`src/regfile_pkg.sv`:
```
// PHY register file definitions
package regfile_pkg;

    // ------------------------------------------------------------
    // Widths and types
    // ------------------------------------------------------------
    localparam int DATA_WIDTH     = 16;
    localparam int BANK_IDX_WIDTH = 2;

    typedef logic [DATA_WIDTH-1:0]     word_t;
    typedef logic [BANK_IDX_WIDTH-1:0] bank_idx_t;

    // Word address within the map, bank bit on top of the local index
    typedef logic [BANK_IDX_WIDTH:0]   reg_addr_t;

    typedef logic [4:0]  phy_addr_t;
    typedef logic [1:0]  pkt_len_t;
    typedef logic [15:0] idle_len_t;
    typedef logic [14:0] mdio_mem_addr_t;
    typedef logic [6:0]  mdio_sel_t;
    typedef logic [8:0]  mdio_data_t;

    // Mode bits of 0x1, bit 4 down to bit 0
    typedef struct packed {
        logic broadcast_mode;
        logic non_zero_detect;
        logic opendrain_mode;
        logic watchdog_enable;
        logic sync_select;
    } link_mode_t;

    // ------------------------------------------------------------
    // Address map
    // ------------------------------------------------------------
    localparam logic BANK_CFG  = 1'b0;
    localparam logic BANK_MDIO = 1'b1;

    localparam reg_addr_t ADDR_LINK_ID   = 3'h0;
    localparam reg_addr_t ADDR_LINK_MODE = 3'h1;
    localparam reg_addr_t ADDR_PKT_CTRL  = 3'h2;
    localparam reg_addr_t ADDR_PKT_IDLE  = 3'h3;
    localparam reg_addr_t ADDR_MDIO_ADDR = 3'h4;
    localparam reg_addr_t ADDR_MDIO_SEL  = 3'h5;
    localparam reg_addr_t ADDR_MDIO_DATA = 3'h6;
    localparam reg_addr_t ADDR_MDIO_READ = 3'h7;

    // ------------------------------------------------------------
    // Reset values
    // ------------------------------------------------------------
    localparam phy_addr_t  RST_PHY_ADDR  = 5'h1f;
    localparam link_mode_t RST_LINK_MODE = '{
        broadcast_mode : 1'b1,
        opendrain_mode : 1'b1,
        default        : 1'b0
    };
    localparam logic       RST_96PATH    = 1'b1;
    localparam idle_len_t  RST_IDLE_LEN  = 16'h7fff;

endpackage

```
`src/reg_bank_if.sv`:
```
// Decoder to register bank link
`timescale 1ns/1ps

interface reg_bank_if;

    logic                   wr_en;
    regfile_pkg::bank_idx_t idx;
    regfile_pkg::word_t     wdata;
    regfile_pkg::word_t     rdata;

    modport decode (
        output wr_en,
        output idx,
        output wdata,
        input  rdata
    );

    modport bank (
        input  wr_en,
        input  idx,
        input  wdata,
        output rdata
    );

endinterface

```
`src/apb_reg_decode.sv`:
```
// APB register decode
`timescale 1ns/1ps

module apb_reg_decode #(
    parameter int ADDR_WIDTH = 21
) (
    input  logic                    clk,
    input  logic                    arst_n,

    input  logic [ADDR_WIDTH-1:0]   paddr,
    input  logic                    pwrite,
    input  logic                    psel,
    input  logic                    penable,
    input  regfile_pkg::word_t      pwdata,
    output logic                    pready,
    output regfile_pkg::word_t      prdata,

    reg_bank_if.decode              cfg_bus,
    reg_bank_if.decode              mdio_bus
);

    localparam int IDX_W    = regfile_pkg::BANK_IDX_WIDTH;
    localparam int NUM_REGS = 2 ** $bits(regfile_pkg::reg_addr_t);

    logic                   access;
    logic                   in_map;
    logic                   hit;
    logic                   bank_sel;
    logic                   wr_hit;
    logic                   rd_hit;
    regfile_pkg::bank_idx_t local_idx;

    // ------------------------------------------------------------
    // Access phase and map hit
    // ------------------------------------------------------------
    assign access    = psel & penable;
    assign in_map    = paddr < ADDR_WIDTH'(NUM_REGS);
    assign hit       = access & in_map;
    assign wr_hit    = hit & pwrite;
    assign rd_hit    = hit & ~pwrite;

    // Bank bit sits right above the local index
    assign bank_sel  = paddr[IDX_W];
    assign local_idx = paddr[IDX_W-1:0];

    // No wait states
    assign pready    = access;

    // ------------------------------------------------------------
    // Bank requests
    // ------------------------------------------------------------
    assign cfg_bus.wr_en  = wr_hit & (bank_sel == regfile_pkg::BANK_CFG);
    assign cfg_bus.idx    = local_idx;
    assign cfg_bus.wdata  = pwdata;

    assign mdio_bus.wr_en = wr_hit & (bank_sel == regfile_pkg::BANK_MDIO);
    assign mdio_bus.idx   = local_idx;
    assign mdio_bus.wdata = pwdata;

    // ------------------------------------------------------------
    // Read return
    // ------------------------------------------------------------
    always_comb begin
        prdata = '0;
        if (rd_hit) begin
            if (bank_sel == regfile_pkg::BANK_MDIO) begin
                prdata = mdio_bus.rdata;
            end else begin
                prdata = cfg_bus.rdata;
            end
        end
    end

    // ------------------------------------------------------------
    // Checks
    // ------------------------------------------------------------
    // Master protocol on the APB inputs
    a_setup_then_access: assert property (
        @(posedge clk) disable iff (!arst_n)
        psel && !penable |=> psel && penable
    );

    a_penable_needs_psel: assert property (
        @(posedge clk) disable iff (!arst_n)
        penable |-> psel
    );

endmodule

```
`src/cfg_regs.sv`:
```
// Link and packet configuration bank
`timescale 1ns/1ps

module cfg_regs (
    input  logic                    clk,
    input  logic                    arst_n,

    reg_bank_if.bank                bus,

    output regfile_pkg::phy_addr_t  legal_phy_addr,
    output regfile_pkg::phy_addr_t  legal_phy_addr_mask,
    output regfile_pkg::phy_addr_t  broadcast_addr,
    output logic                    broadcast_mode,
    output logic                    non_zero_detect,
    output logic                    opendrain_mode,
    output logic                    watchdog_enable,
    output logic                    sync_select,
    output logic                    rf_self_test_mode,
    output regfile_pkg::pkt_len_t   rf_pkt_data_length,
    output logic                    rf_capture_mode,
    output logic                    rf_capture_start,
    output logic                    rf_capture_again,
    output logic                    rf_96path_en,
    output regfile_pkg::idle_len_t  rf_pkt_idle_length
);

    regfile_pkg::link_mode_t link_mode_q;

    logic wr_link_id;
    logic wr_link_mode;
    logic wr_pkt_ctrl;
    logic wr_pkt_idle;

    // ------------------------------------------------------------
    // Write strobes per word
    // ------------------------------------------------------------
    assign wr_link_id   = bus.wr_en &&
                          bus.idx == regfile_pkg::bank_idx_t'(regfile_pkg::ADDR_LINK_ID);
    assign wr_link_mode = bus.wr_en &&
                          bus.idx == regfile_pkg::bank_idx_t'(regfile_pkg::ADDR_LINK_MODE);
    assign wr_pkt_ctrl  = bus.wr_en &&
                          bus.idx == regfile_pkg::bank_idx_t'(regfile_pkg::ADDR_PKT_CTRL);
    assign wr_pkt_idle  = bus.wr_en &&
                          bus.idx == regfile_pkg::bank_idx_t'(regfile_pkg::ADDR_PKT_IDLE);

    // ------------------------------------------------------------
    // Field registers
    // ------------------------------------------------------------
    always_ff @(posedge clk or negedge arst_n) begin
        if (!arst_n) begin
            legal_phy_addr      <= regfile_pkg::RST_PHY_ADDR;
            legal_phy_addr_mask <= regfile_pkg::RST_PHY_ADDR;
            broadcast_addr      <= regfile_pkg::RST_PHY_ADDR;
            link_mode_q         <= regfile_pkg::RST_LINK_MODE;
            rf_self_test_mode   <= 1'b0;
            rf_pkt_data_length  <= '0;
            rf_capture_mode     <= 1'b0;
            rf_96path_en        <= regfile_pkg::RST_96PATH;
            rf_pkt_idle_length  <= regfile_pkg::RST_IDLE_LEN;
        end else begin
            if (wr_link_id) begin
                legal_phy_addr      <= bus.wdata[14:10];
                legal_phy_addr_mask <= bus.wdata[9:5];
                broadcast_addr      <= bus.wdata[4:0];
            end
            if (wr_link_mode) begin
                link_mode_q <= regfile_pkg::link_mode_t'(bus.wdata[4:0]);
            end
            if (wr_pkt_ctrl) begin
                rf_self_test_mode  <= bus.wdata[6];
                rf_pkt_data_length <= bus.wdata[5:4];
                rf_capture_mode    <= bus.wdata[3];
                rf_96path_en       <= bus.wdata[0];
            end
            if (wr_pkt_idle) begin
                rf_pkt_idle_length <= bus.wdata;
            end
        end
    end

    // Capture strobes last one cycle after the write edge
    always_ff @(posedge clk or negedge arst_n) begin
        if (!arst_n) begin
            rf_capture_start <= 1'b0;
            rf_capture_again <= 1'b0;
        end else begin
            rf_capture_start <= wr_pkt_ctrl & bus.wdata[2];
            rf_capture_again <= wr_pkt_ctrl & bus.wdata[1];
        end
    end

    assign broadcast_mode  = link_mode_q.broadcast_mode;
    assign non_zero_detect = link_mode_q.non_zero_detect;
    assign opendrain_mode  = link_mode_q.opendrain_mode;
    assign watchdog_enable = link_mode_q.watchdog_enable;
    assign sync_select     = link_mode_q.sync_select;

    // ------------------------------------------------------------
    // Read data
    // ------------------------------------------------------------
    always_comb begin
        case (bus.idx)
            regfile_pkg::bank_idx_t'(regfile_pkg::ADDR_LINK_ID):
                bus.rdata = {1'b0, legal_phy_addr, legal_phy_addr_mask, broadcast_addr};
            regfile_pkg::bank_idx_t'(regfile_pkg::ADDR_LINK_MODE):
                bus.rdata = {11'h0, link_mode_q};
            regfile_pkg::bank_idx_t'(regfile_pkg::ADDR_PKT_CTRL):
                // Strobe bits 2 and 1 read as zero
                bus.rdata = {9'h0, rf_self_test_mode, rf_pkt_data_length,
                             rf_capture_mode, 2'b00, rf_96path_en};
            default:
                bus.rdata = rf_pkt_idle_length;
        endcase
    end

    a_capture_start_single: assert property (
        @(posedge clk) disable iff (!arst_n)
        rf_capture_start |=> !rf_capture_start
    );

    a_capture_again_single: assert property (
        @(posedge clk) disable iff (!arst_n)
        rf_capture_again |=> !rf_capture_again
    );

endmodule

```
`src/mdio_regs.sv`:
```
// MDIO access bank
`timescale 1ns/1ps

module mdio_regs (
    input  logic                        clk,
    input  logic                        arst_n,

    reg_bank_if.bank                    bus,

    input  regfile_pkg::mdio_data_t     rf_mdio_pkt_data,
    input  logic                        rf_mdio_pkt_data_we,

    output regfile_pkg::mdio_mem_addr_t rf_mdio_memory_addr,
    output regfile_pkg::mdio_sel_t      rf_mdio_data_sel,
    output logic                        rf_mdio_read_pulse
);

    regfile_pkg::mdio_data_t pkt_data_q;

    logic wr_mem_addr;
    logic wr_data_sel;
    logic wr_read;

    // ------------------------------------------------------------
    // Write strobes per word
    // ------------------------------------------------------------
    // 0x6 has no bus strobe, the device side owns it
    assign wr_mem_addr = bus.wr_en &&
                         bus.idx == regfile_pkg::bank_idx_t'(regfile_pkg::ADDR_MDIO_ADDR);
    assign wr_data_sel = bus.wr_en &&
                         bus.idx == regfile_pkg::bank_idx_t'(regfile_pkg::ADDR_MDIO_SEL);
    assign wr_read     = bus.wr_en &&
                         bus.idx == regfile_pkg::bank_idx_t'(regfile_pkg::ADDR_MDIO_READ);

    // ------------------------------------------------------------
    // Field registers
    // ------------------------------------------------------------
    always_ff @(posedge clk or negedge arst_n) begin
        if (!arst_n) begin
            rf_mdio_memory_addr <= '0;
            rf_mdio_data_sel    <= '0;
        end else begin
            if (wr_mem_addr) begin
                rf_mdio_memory_addr <= bus.wdata[14:0];
            end
            if (wr_data_sel) begin
                rf_mdio_data_sel <= bus.wdata[6:0];
            end
        end
    end

    // Device capture, never stalled
    always_ff @(posedge clk or negedge arst_n) begin
        if (!arst_n) begin
            pkt_data_q <= '0;
        end else if (rf_mdio_pkt_data_we) begin
            pkt_data_q <= rf_mdio_pkt_data;
        end
    end

    always_ff @(posedge clk or negedge arst_n) begin
        if (!arst_n) begin
            rf_mdio_read_pulse <= 1'b0;
        end else begin
            rf_mdio_read_pulse <= wr_read & bus.wdata[0];
        end
    end

    // ------------------------------------------------------------
    // Read data
    // ------------------------------------------------------------
    always_comb begin
        case (bus.idx)
            regfile_pkg::bank_idx_t'(regfile_pkg::ADDR_MDIO_ADDR):
                bus.rdata = {1'b0, rf_mdio_memory_addr};
            regfile_pkg::bank_idx_t'(regfile_pkg::ADDR_MDIO_SEL):
                bus.rdata = {9'h0, rf_mdio_data_sel};
            regfile_pkg::bank_idx_t'(regfile_pkg::ADDR_MDIO_DATA):
                bus.rdata = {7'h0, pkt_data_q};
            default:
                // Read strobe word
                bus.rdata = '0;
        endcase
    end

    a_read_pulse_single: assert property (
        @(posedge clk) disable iff (!arst_n)
        rf_mdio_read_pulse |=> !rf_mdio_read_pulse
    );

endmodule

```
`src/regfile_top.sv`:
```
// PHY packet controller register file
`timescale 1ns/1ps

module regfile_top #(
    parameter int ADDR_WIDTH = 21
) (
    input  logic                        clk,
    input  logic                        arst_n,

    // APB slave
    input  logic [ADDR_WIDTH-1:0]       req_paddr,
    input  logic                        req_pwrite,
    input  logic                        req_psel,
    input  logic                        req_penable,
    input  regfile_pkg::word_t          req_pwdata,
    output logic                        req_pready,
    output regfile_pkg::word_t          req_prdata,

    // Link configuration
    output regfile_pkg::phy_addr_t      legal_phy_addr,
    output regfile_pkg::phy_addr_t      legal_phy_addr_mask,
    output regfile_pkg::phy_addr_t      broadcast_addr,
    output logic                        broadcast_mode,
    output logic                        non_zero_detect,
    output logic                        opendrain_mode,
    output logic                        watchdog_enable,
    output logic                        sync_select,

    // Packet control
    output logic                        rf_self_test_mode,
    output regfile_pkg::pkt_len_t       rf_pkt_data_length,
    output logic                        rf_capture_mode,
    output logic                        rf_capture_start,
    output logic                        rf_capture_again,
    output logic                        rf_96path_en,
    output regfile_pkg::idle_len_t      rf_pkt_idle_length,

    // MDIO access
    output regfile_pkg::mdio_mem_addr_t rf_mdio_memory_addr,
    output regfile_pkg::mdio_sel_t      rf_mdio_data_sel,
    output logic                        rf_mdio_read_pulse,
    input  regfile_pkg::mdio_data_t     rf_mdio_pkt_data,
    input  logic                        rf_mdio_pkt_data_we
);

    reg_bank_if cfg_bus ();
    reg_bank_if mdio_bus ();

    apb_reg_decode #(
        .ADDR_WIDTH (ADDR_WIDTH)
    ) u_decode (
        .clk      (clk),
        .arst_n   (arst_n),
        .paddr    (req_paddr),
        .pwrite   (req_pwrite),
        .psel     (req_psel),
        .penable  (req_penable),
        .pwdata   (req_pwdata),
        .pready   (req_pready),
        .prdata   (req_prdata),
        .cfg_bus  (cfg_bus),
        .mdio_bus (mdio_bus)
    );

    cfg_regs u_cfg_regs (
        .clk                 (clk),
        .arst_n              (arst_n),
        .bus                 (cfg_bus),
        .legal_phy_addr      (legal_phy_addr),
        .legal_phy_addr_mask (legal_phy_addr_mask),
        .broadcast_addr      (broadcast_addr),
        .broadcast_mode      (broadcast_mode),
        .non_zero_detect     (non_zero_detect),
        .opendrain_mode      (opendrain_mode),
        .watchdog_enable     (watchdog_enable),
        .sync_select         (sync_select),
        .rf_self_test_mode   (rf_self_test_mode),
        .rf_pkt_data_length  (rf_pkt_data_length),
        .rf_capture_mode     (rf_capture_mode),
        .rf_capture_start    (rf_capture_start),
        .rf_capture_again    (rf_capture_again),
        .rf_96path_en        (rf_96path_en),
        .rf_pkt_idle_length  (rf_pkt_idle_length)
    );

    mdio_regs u_mdio_regs (
        .clk                 (clk),
        .arst_n              (arst_n),
        .bus                 (mdio_bus),
        .rf_mdio_pkt_data    (rf_mdio_pkt_data),
        .rf_mdio_pkt_data_we (rf_mdio_pkt_data_we),
        .rf_mdio_memory_addr (rf_mdio_memory_addr),
        .rf_mdio_data_sel    (rf_mdio_data_sel),
        .rf_mdio_read_pulse  (rf_mdio_read_pulse)
    );

endmodule

```
`config.mk`:
```
export PLATFORM = sky130hd
export DESIGN_NAME = regfile_top
export DESIGN_NICKNAME = d
export VERILOG_FILES = /design/src/regfile_pkg.sv /design/src/reg_bank_if.sv /design/src/apb_reg_decode.sv /design/src/cfg_regs.sv /design/src/mdio_regs.sv /design/src/regfile_top.sv
export SDC_FILE = /design/constraint.sdc
export NUM_CORES = 1
export LEC_CHECK = 0
export ABC_AREA = 1
export BUFFER_PORTS_ARGS = -buffer_cell sky130_fd_sc_hd__buf_4
export CAP_MARGIN = 10
export CORE_MARGIN = 2
export CORE_UTILIZATION = 51
export CTS_BUF_LIST = sky130_fd_sc_hd__clkbuf_8
export CTS_CLUSTER_DIAMETER = 50
export DETAILED_ROUTE_END_ITERATION = 12
export PLACE_DENSITY_LB_ADDON = 0.2
export SKIP_CTS_REPAIR_TIMING = 1
export SLEW_MARGIN = 20
export SYNTH_ARGS = -nofsm -noshare
export SYNTH_HDL_FRONTEND = slang
export SYNTH_SLANG_ARGS = --single-unit
```
`constraint.sdc`:
```
create_clock -name clk -period 1.5 [get_ports clk]
set_clock_uncertainty 0.15 [all_clocks]
set_input_delay 0.15 -clock clk [delete_from_list [all_inputs] [get_ports clk]]
set_output_delay 0.15 -clock clk [all_outputs]
set_load 0.02 [all_outputs]
```
==> out/qor.yml <==
run_status:
  status: "finished, violations left"
  violations: "negative setup slack"
synthesis:
  syn_inst: 462
  synth-seq-area-share_pct: 51.5
  syn_nets: 514
  synth-seq-cells: 75
  synth.distinct_cells: 29
  synth.cell_area_sq_mm: 0.00373
  avgSynthCellArea_sq_um: 8.07
  synth_warnings: 0
detailed_routing:
  drt-vias-per-instance: 5.68
  drc: 0
  num_vias: 4491
  avgRoutedWirePerCell_um: 18.4
  wirelength_um: 14500
  antenna_left: 0
  drtPass1Iterations: 5
  drt_iter0_drc: 452
timing:
  slew_headroom_pct: 69.5
  maxSlewViolCount: 0
  setup_violations: 17
  hold_viol: 0
  hold_ws_ns: 0.0166
  worst_pin_slew_ns: 0.458
  timing.final.crit_share_pct: 123
  fin_ws_ns: -0.350
  rsz0062_at_grt: "yes"
  fmax_mhz: 541
  period_needed_ns: 1.85
placed_design:
  gp_congestion: 0.855
  placed_cell_area_sq_mm: 0.00525
  dpl_worst_slack_ns: -0.324
  place_hpwl_um: 8650
  numPortBuffers: 134
worst_setup_path:
  path_class: "reg2out"
  crit_fanout: 3
  regToRegEndpoint: "u_mdio_regs.pkt_data_q[4]"
  endpoint: "req_prdata[4]"
  reg2regPathDepth: 3
  cp.required_ns: 1.20
  crit_path_end_kind: "output port"
  reg2reg_from: "u_mdio_regs.pkt_data_q[4]"
  arrival_ns: 1.55
  startpoint_type: "flop"
  r2r_slack_ns: 0.12
  critPathLaunch: "u_cfg_regs.broadcast_mode"
floorplanning:
  die_x_um: 89.5
  start_util_pct: 51.9
  pin_count: 135
  die_area_sq_mm: 0.00801
  fp-row-count: 31
  die_y_um: 89.5
  core-area_sq_mm: 0.00718
pwr:
  swShare_pct: 24.5
  peakVddDrop_mv: 0.570
  p_per_area_mw_per_mm2: 726
  p_clk_share_pct: 41.8
  p_seq_share_pct: 45.3
  p_int_w: 0.00343
  switchingPower_w: 0.00111
  p_leak_nw: 3.13
  combPwrFrac_pct: 12.8
clocking:
  cts_tree: "yes"
  max-clock-path-buffers: 2
  insertion_delay_ns: 0.35
  cts_max_level: 3
  numCtsBuffers: 9
  clkSlewWorstSetupHoldPaths_ns: 0.09
  cts_num_sinks: 75
  cts_root_buffer: "clkbuf_8"
global_route:
  overflow: 0
  grt_max_degree: 76
  grt_pass1_wl_um: 18600
  grt_usage_pct: 31.1
  grt_pass1_vias: 3911
  antenna_found_initial: 0
layout:
  design_area_sq_mm: 0.00625
  antennaDiodeCount: 0
  area_growth_pct: 67.7
  layout-drive-gt1-share_pct: 47.2
  final_net_count: 738
  n_fill_cell: 358
run:
  maxCapViolCount: 0
worst_hold_path:
  hp-class: "in2reg"
==> state kept, by name, summed over array words and instances, names as in the netlist, 2 cells and up <==
signal	cells
u_cfg_regs.broadcast_addr	5
u_cfg_regs.legal_phy_addr	5
u_cfg_regs.legal_phy_addr_mask	5
u_cfg_regs.rf_pkt_data_length	2
u_cfg_regs.rf_pkt_idle_length	16
u_mdio_regs.pkt_data_q	9
u_mdio_regs.rf_mdio_data_sel	7
u_mdio_regs.rf_mdio_memory_addr	15
==> power groups by stage <==
| stage | clock network, W | registers [W] | logic (W) |
|---|---|---|---|
| floorplan | 0 | 0.00209 | 0.000145 |
| global placement | 0 | 0.00209 | 0.000425 |
| global route | 0.00197 | 0.00206 | 0.000621 |
| detailed placement | 0 | 0.00209 | 0.000433 |
| CTS | 0.00189 | 0.00206 | 0.000436 |
| finish | 0.00190 | 0.00206 | 0.000583 |
==> worst min path at each step <==
stage,start,to,cells after the start
3_3_place_gp,arst_n,u_mdio_regs.rf_mdio_memory_addr[8],2
3_5_place_dp,arst_n,u_cfg_regs.rf_pkt_data_length[1],2
5_1_grt,rf_mdio_pkt_data_we,u_mdio_regs.pkt_data_q[8],2
2_1_floorplan,arst_n,u_cfg_regs.non_zero_detect,0
4_1_cts,arst_n,u_cfg_regs.rf_pkt_idle_length[15],2
6_report,rf_mdio_pkt_data_we,u_mdio_regs.pkt_data_q[8],2
==> per-stage QoR <==
stage                     util, %  total power [W]  std cells  TNS [ns]
after global placement       73.2          0.00252        730     -7.15
after CTS                    76.6          0.00438        746     -4.63
final                        87.1          0.00454        790     -4.08
after floorplan                 -          0.00223        462    -0.869
after detailed placement     73.2          0.00253        730    -13.05
after global routing         87.1          0.00465        790     -6.08
==> final cells by class <==
class                           instances  area [sq um]  share of cell area [%]
Multi-Input combinational cell        342          1870                    29.9
Inverter                               23          91.3                    1.46
Tap cell                               99           124                    1.98
Clock inverter                          7           118                    1.88
Sequential cell                        75          1920                    30.7
Clock buffer                            9           124                    1.98
Timing Repair Buffer                  235          2010                    32.1
==> layout by cell type (no fill, tap or decap), drive strengths merged <==
cell type	n
nand2	218
buf	200
clkinv	1
a211oi	2
inv	24
bufinv	3
o22ai	4
mux2	2
dfstp	33
dlygate4sd3	34
clkbuf	10
o211ai	1
nand4	37
o2bb2ai	4
a21oi	14
nor3	3
nor2	27
a31oi	7
and2	1
dfrtp	42
nand3	3
o21ai	16
clkinvlp	2
a221oi	2
o2111ai	1
==> critical path, stage by stage, from the launching register on <==
cell,delay (ns)
dfstp_2,0.56
a21oi_2,0.06
nand3_1,0.10
o21ai_2,0.06
nor3_2,0.23
buf_4,0.19
==> cells in the mapped netlist <==
library cell,n,area (sq um)
a221oi_1,2,17.5
o211ai_1,1,7.51
nand2_1,215,807
nor3_1,3,15.0
dfstp_2,33,867
o2bb2ai_1,4,35.0
nor2_2,3,18.8
buf_4,1,7.51
nand3_1,3,15.0
nand4_2,1,12.5
buf_2,7,35.0
mux2_2,2,22.5
nor2_1,20,75.1
o2111ai_1,1,8.76
a211oi_1,2,15.0
nand2_2,1,6.26
and2_1,1,6.26
inv_2,8,30.0
nand4_1,36,225
dfrtp_1,42,1050
o22ai_1,4,25.0
a21oi_1,14,70.1
clkbuf_1,7,26.3
o21ai_0,16,80.1
nor2_4,4,45.0
a31oi_1,7,43.8
nand2_4,2,22.5
inv_1,15,56.3
buf_6,7,78.8
==> cells by family after synthesis <==
logic type | share of synthesized area [%]
simple gates | 33.5
flops | 51.5
compound gates | 8.13
buf+inv | 6.28
mux | 0.604
==> layer usage <==
metal	vias to the layer above	wire length, um	global-route usage (%)
met5	-	0	0
met4	0	550	15.6
met3	54	1130	5.72
met2	278	7540	52.3
met1	2186	5300	38.4
li1	1973	-	-
Power figures use the tool's default switching activity.
